==> config.mk <==
export PLATFORM = sky130hd
export DESIGN_NAME = wb_master_bridge
export DESIGN_NICKNAME = d
export VERILOG_FILES = /design/src/wbb_pkg.sv /design/src/wb_master_bridge.sv
export SDC_FILE = /design/constraint.sdc
export NUM_CORES = 1
export LEC_CHECK = 0
export ABC_AREA = 1
export BUFFER_PORTS_ARGS = -buffer_cell sky130_fd_sc_hd__buf_4
export CAP_MARGIN = 15
export CORE_MARGIN = 3
export CORE_UTILIZATION = 40
export CTS_CLUSTER_DIAMETER = 50
export DETAILED_ROUTE_END_ITERATION = 8
export PLACE_DENSITY_LB_ADDON = 0.08
export SYNTH_ARGS = -nofsm -noshare
export SYNTH_HDL_FRONTEND = slang
export SYNTH_SLANG_ARGS = --single-unit
==> constraint.sdc <==
create_clock -name clk_i -period 9.6 [get_ports clk_i]
set_input_delay 0.96 -clock clk_i [delete_from_list [all_inputs] [get_ports clk_i]]
set_output_delay 0.96 -clock clk_i [all_outputs]
set_load 0.02 [all_outputs]
==> src/wbb_pkg.sv <==
// Shared definitions for the Wishbone bus bridge
// Address, data and line widths, transfer sizes, B4 cycle codes and byte-lane select

package wbb_pkg;

  // ====================================================================
  // Widths
  // ====================================================================
  // Byte address on the bus
  typedef logic [31:0] addr_t;
  // One data beat
  typedef logic [31:0] word_t;
  // Byte-lane select, one bit per byte of a word
  typedef logic [3:0] sel_t;

  // Beats per cache line
  localparam int LINE_WORDS = 4;
  // Cache line, word 0 in the low bits
  typedef logic [LINE_WORDS-1:0][31:0] line_t;

  // Access size of a request
  typedef enum logic [1:0] {
    SIZE_BYTE = 2'd0,
    SIZE_HALF = 2'd1,
    SIZE_WORD = 2'd2
  } size_e;

  // ====================================================================
  // Wishbone B4 registered-feedback codes
  // ====================================================================
  typedef logic [2:0] cti_t;
  localparam cti_t CTI_CLASSIC = 3'b000;
  localparam cti_t CTI_INCR    = 3'b010;
  localparam cti_t CTI_EOB     = 3'b111;

  typedef logic [1:0] bte_t;
  localparam bte_t BTE_LINEAR = 2'b00;
  localparam bte_t BTE_WRAP4  = 2'b01;

  // Lanes touched by an access of the given size at the given word offset
  function automatic sel_t gen_byte_sel(size_e size, logic [1:0] offset);
    sel_t sel;
    case (size)
      SIZE_BYTE: sel = sel_t'(4'b0001 << offset);
      // Halfwords sit on lane pair 0/1 or 2/3
      SIZE_HALF: sel = offset[1] ? 4'b1100 : 4'b0011;
      default:   sel = 4'b1111;
    endcase
    return sel;
  endfunction

endpackage

==> src/wb_master_bridge.sv <==
// Wishbone B4 master bridge
// Turns line requests into 4-beat incrementing bursts and uncached requests into
// single classic cycles, then returns read data and a completion pulse

module wb_master_bridge import wbb_pkg::*; (
  input  logic  clk_i,
  input  logic  rst_ni,

  // Request port
  input  logic  req_valid_i,
  input  addr_t req_addr_i,
  input  logic  req_we_i,
  input  size_e req_size_i,
  input  logic  req_uncached_i,
  input  line_t req_wdata_i,

  // Response port
  output logic  res_ready_o,
  output logic  res_valid_o,
  output logic  res_err_o,
  output line_t res_rdata_o,

  // Wishbone master side
  output logic  wb_cyc_o,
  output logic  wb_stb_o,
  output logic  wb_we_o,
  output addr_t wb_adr_o,
  output word_t wb_dat_o,
  output sel_t  wb_sel_o,
  output cti_t  wb_cti_o,
  output bte_t  wb_bte_o,
  input  logic  wb_ack_i,
  input  logic  wb_err_i,
  input  logic  wb_stall_i,
  input  word_t wb_dat_i
);

  localparam int BEAT_W   = $clog2(LINE_WORDS);
  // First address bit above the line offset
  localparam int LINE_LSB = BEAT_W + 2;

  typedef enum logic [2:0] {
    IDLE,
    SINGLE_REQ,
    SINGLE_WAIT,
    BURST_REQ,
    BURST_DATA,
    ERROR_HANDLE
  } state_e;

  state_e state_q, state_d;

  // Latched request
  addr_t             addr_q;
  line_t             wdata_q;
  sel_t              sel_q;
  logic              we_q;
  logic              unc_q;
  // Burst progress and read buffer
  logic [BEAT_W-1:0] beat_q;
  logic              last_beat;
  line_t             rdata_q;

  logic              is_uncached;
  logic              accept;

  // Sub-word writes cannot be merged into a line, so they go out as single beats
  assign is_uncached = req_uncached_i || (req_we_i && req_size_i != SIZE_WORD);
  assign accept      = (state_q == IDLE) && req_valid_i;
  assign last_beat   = (beat_q == BEAT_W'(LINE_WORDS - 1));

  // ====================================================================
  // FSM
  // ====================================================================
  always_comb begin
    state_d = state_q;
    case (state_q)
      IDLE: begin
        if (req_valid_i) begin
          state_d = is_uncached ? SINGLE_REQ : BURST_REQ;
        end
      end
      // Hold stb and address until the slave drops stall
      SINGLE_REQ: begin
        if (!wb_stall_i) begin
          state_d = SINGLE_WAIT;
        end
      end
      SINGLE_WAIT: begin
        if (wb_ack_i) begin
          state_d = IDLE;
        end else if (wb_err_i) begin
          state_d = ERROR_HANDLE;
        end
      end
      BURST_REQ: begin
        if (!wb_stall_i) begin
          state_d = BURST_DATA;
        end
      end
      // Next beat after each ack, stop at the failing beat on err
      BURST_DATA: begin
        if (wb_ack_i) begin
          state_d = last_beat ? IDLE : BURST_REQ;
        end else if (wb_err_i) begin
          state_d = ERROR_HANDLE;
        end
      end
      ERROR_HANDLE: state_d = IDLE;
      default:      state_d = IDLE;
    endcase
  end

  // Control state
  always_ff @(posedge clk_i) begin
    if (!rst_ni) begin
      state_q <= IDLE;
      beat_q  <= '0;
      we_q    <= 1'b0;
      unc_q   <= 1'b0;
    end else begin
      state_q <= state_d;
      if (accept) begin
        beat_q <= '0;
        we_q   <= req_we_i;
        unc_q  <= is_uncached;
      end else if (state_q == BURST_DATA && wb_ack_i) begin
        beat_q <= beat_q + 1'b1;
      end
    end
  end

  // Request payload and read buffer
  always_ff @(posedge clk_i) begin
    if (accept) begin
      addr_q  <= req_addr_i;
      wdata_q <= req_wdata_i;
      // Only uncached writes narrow the lanes
      if (is_uncached && req_we_i) begin
        sel_q <= gen_byte_sel(req_size_i, req_addr_i[1:0]);
      end else begin
        sel_q <= '1;
      end
    end
    if (state_q == BURST_DATA && wb_ack_i && !we_q) begin
      rdata_q[beat_q] <= wb_dat_i;
    end
  end

  // ====================================================================
  // Wishbone outputs, from registered state only
  // ====================================================================
  always_comb begin
    wb_cyc_o = 1'b0;
    wb_stb_o = 1'b0;
    wb_we_o  = we_q;
    // Single beats always use word 0 of the write line
    wb_dat_o = wdata_q[beat_q];
    wb_sel_o = sel_q;
    wb_cti_o = CTI_CLASSIC;
    wb_bte_o = BTE_LINEAR;
    // Bursts walk the aligned line, single beats keep the request address
    wb_adr_o = unc_q ? addr_q : {addr_q[31:LINE_LSB], beat_q, 2'b00};
    case (state_q)
      SINGLE_REQ: begin
        wb_cyc_o = 1'b1;
        wb_stb_o = 1'b1;
      end
      SINGLE_WAIT: begin
        wb_cyc_o = 1'b1;
      end
      BURST_REQ, BURST_DATA: begin
        wb_cyc_o = 1'b1;
        wb_stb_o = (state_q == BURST_REQ);
        wb_cti_o = last_beat ? CTI_EOB : CTI_INCR;
        wb_bte_o = BTE_WRAP4;
      end
      default: ;
    endcase
  end

  // ====================================================================
  // Response
  // ====================================================================
  assign res_ready_o = (state_q == IDLE);
  assign res_err_o   = (state_q == ERROR_HANDLE);

  always_comb begin
    res_valid_o = 1'b0;
    case (state_q)
      SINGLE_WAIT:  res_valid_o = wb_ack_i;
      BURST_DATA:   res_valid_o = wb_ack_i && last_beat;
      ERROR_HANDLE: res_valid_o = 1'b1;
      default: ;
    endcase
  end

  // Incoming beat bypasses the buffer, the buffer is one cycle late
  always_comb begin
    res_rdata_o = rdata_q;
    if (state_q == SINGLE_WAIT) begin
      // Uncached read word repeated over the line
      for (int k = 0; k < LINE_WORDS; k++) begin
        res_rdata_o[k] = wb_dat_i;
      end
    end else if (state_q == BURST_DATA) begin
      res_rdata_o[beat_q] = wb_dat_i;
    end
  end

  // ====================================================================
  // Assertions
  // ====================================================================
  // No strobe outside a bus cycle
  a_stb_in_cyc: assert property (@(posedge clk_i) disable iff (!rst_ni)
    wb_stb_o |-> wb_cyc_o);

  // Requester must honour the ready level
  a_req_when_ready: assert property (@(posedge clk_i) disable iff (!rst_ni)
    req_valid_i |-> res_ready_o);

  // Completion is a single-cycle pulse
  a_res_pulse: assert property (@(posedge clk_i) disable iff (!rst_ni)
    res_valid_o |=> !res_valid_o);

endmodule

==> flow_summary.ini <==
[grt]
grtUsageTotal = 0.207
grt_pass1_wl_um = 62100
overflow = 0
grt_pass1_vias = 10950
antenna_found_initial = 2
grt_max_degree = 156

[placed_design]
placedCellCount = 2227
port_buffers = 407
hpwl_um = 27800
place.gp.congestion = 0.805

[synthesis]
synth-async-reset-ratio = 0
synth_edf_count = 292
ys_ff_latch = 299
yosysUniqueCellTypes = 27
synthCells = 1476
avgSynthCellArea_um2 = 9.75
yosysWarnings = 0
ys_seq_area_frac = 0.619
synth_area_um2 = 14400
syn_nets = 1682
ys.flop_type = edfxtp_1

[floorplan]
dieHeight_um = 196
core_um2 = 35000
initial_core_util = 0.411
io_pins = 409
rows = 68
die-width_um = 196
die_area_um2 = 38300

[worst_hold_path]
hold_path.class = primary input to flip-flop
min_from = req_wdata_i[117]
whs_path_depth = 1
hold_end = wdata_q[117]$_DFFE_PP_

[critical_path]
critPathMostFrequentCell = buf_4
cp.required_ns = 8.64
cp_slowest_cell = buf_4
rr_endpoint = rdata_q[99]$_DFFE_PP_
critPathLaunchType = flip-flop
crit_path_end_kind = output port
cpPeakStageDelay_ns = 0.60
ff2ff_path_depth = 7
criticalPathCategory = flip-flop to output port
worstPathArrival_ns = 3.47
crit_chain = inv_2 > nand3_1 > inv_4 > buf_4 > buf_4 > nand2_1 > o21ai_1 > buf_4
ff2ff_setup_slack_ns = 6.66
cp_top_family = buffers and inverters
crit_buf_inv = 5
reg2reg_from = state_q[1]$_SDFFE_PN0P_
worstPathMaxFanout = 56

[power_and_ir_drop]
power_density_nw_per_um2 = 240
p_leak_uw = 0.00786
p_total_uw = 4490
power.switching_uw = 1450
switching_share = 0.322
pwr-share-seq = 0.385
power_frac_comb = 0.290
clkPwrFrac = 0.325
ir_worst_vdd_uv = 160
intPower_uw = 3050

[sta]
fmax_ghz = 0.226
fin_crit_ns = 4.43
tns_ns = 0
rsz0062_at_grt = no
worstMarginPinSlew_ns = 1.16
finalSetupViolations = 0
drv_slew = 0
slew_headroom = 0.229
clock_skew_ns = 0.0142
period_share = 0.462
hold_violations = 0

[clocking]
cts_sinks = 299
post_cts_resized = 0
numCtsBuffers = 41
cts_max_level = 2
cts_root_buf = clkbuf_16
cts_max_path_buffers = 3
clk_latency_ns = 0.53
clkTransAtPathRegs_ns = 0.06
ctsHoldBuffers = 0
cts_tree = yes
cts_setup_buffers = 0

[routing]
first_pass_iters = 5
ant_nets = 0
drt_iter0_markers = 781
drc = 0
vias = 11456
wl_per_cell_um = 17.8
drt-vias-per-instance = 4.98
drt-total-wl_um = 40900

[finish]
final_common_cell = buf_4
multi_input_area_um2 = 4170
final_cell_mix = buf_4 (420), nand2_1 (310), edfxtp_1 (292)
layout.nets = 2022
fillerInstances = 3137
regArea_um2 = 8910
postLayoutCoreUtil = 0.535
layoutNonFillerInstCount = 2301
drive_above_1_share = 0.267
syn_to_final_growth_pct = 30.0

[outcome]
run_status = complete, no violations

[flow_run]
cap_violations = 0
sequential cells by signal, summed over array words and instances (netlist names):
signal    cells
wdata_q     128
addr_q       32
wb_sel_o      4
unc_q         1
state_q       3
beat_q        2
wb_we_o       1
rdata_q     128
layer usage:
layer,vias up,track usage,part of all wire
met4,0,0.0731,0.029
li1,5769,-,-
met5,-,0,0
met1,5235,0.254,0.40
met3,68,0.0714,0.093
met2,384,0.340,0.47
worst register-to-register path: cells and delay by family (launching register included):
family                 cells  cell delay (ns)
DFF                        1             0.35
and+or+nand+nor            4             0.45
buffers and inverters      3             1.75
how the worst max path moves through the flow:
stage	startpoint	endpoint	slack [ns]	cells after the start
after floorplan	wb_ack_i	rdata_q[0]$_DFFE_PP_	2.61	2
after global placement	state_q[2]$_SDFFE_PN0P_	res_rdata_o[127]	5.68	8
after detailed placement	beat_q[1]$_SDFFE_PP0P_	res_rdata_o[31]	5.65	7
after CTS	beat_q[1]$_SDFFE_PP0P_	res_rdata_o[31]	5.07	7
after global routing	state_q[0]$_SDFFE_PN0P_	res_rdata_o[127]	4.87	8
final	state_q[0]$_SDFFE_PN0P_	res_rdata_o[127]	5.17	8
stage by stage:
stage / hold slack (ns) / setup WS [ns] / cell area (µm²)
6_report: 0.594 / 5.17 / 18700
5_1_grt: 0.564 / 4.87 / 18700
4_1_cts: 0.552 / 5.07 / 18700
3_5_place_dp: 0.579 / 5.65 / 17400
3_3_place_gp: 0.584 / 5.68 / 17400
2_1_floorplan: 0.567 / 2.61 / 14400
cell families after synthesis:
logic type	synth area share
other cells	0.000261
flops	0.619
simple gates	0.106
fa+ha+maj	0.00348
buf+inv	0.0921
compound gates	0.178
power groups by stage:
stage               Sequential [µW]  Combinational, µW  Clock (µW)
global placement               1750               1320           0
floorplan                      1780                757           0
CTS                            1730               1320        1510
detailed placement             1760               1320           0
finish                         1730               1300        1460
global route                   1750               1400        1560
layout make-up:
cell class / count / share of cell area
antenna: 2 / 0.000268
clock buffer: 49 / 0.0576
clock inverter: 22 / 0.0122
inverter: 149 / 0.0307
multi-input combinational: 904 / 0.223
sequential: 299 / 0.476
tap: 455 / 0.0304
timing repair buffer: 421 / 0.170
cells in the mapped netlist, drive strengths merged (2+ instances only):
master,number,area share
clkbuf,45,0.012
a211oi,2,0.0010
nand3,10,0.0035
o21ai,460,0.16
a21oi,7,0.0024
edfxtp,292,0.61
nor2,72,0.020
buf,79,0.041
inv,149,0.039
dfxtp,7,0.0097
o22ai,32,0.014
ha,4,0.0035
nand2,311,0.082
No activity file was read; power rests on OpenSTA's default activity.
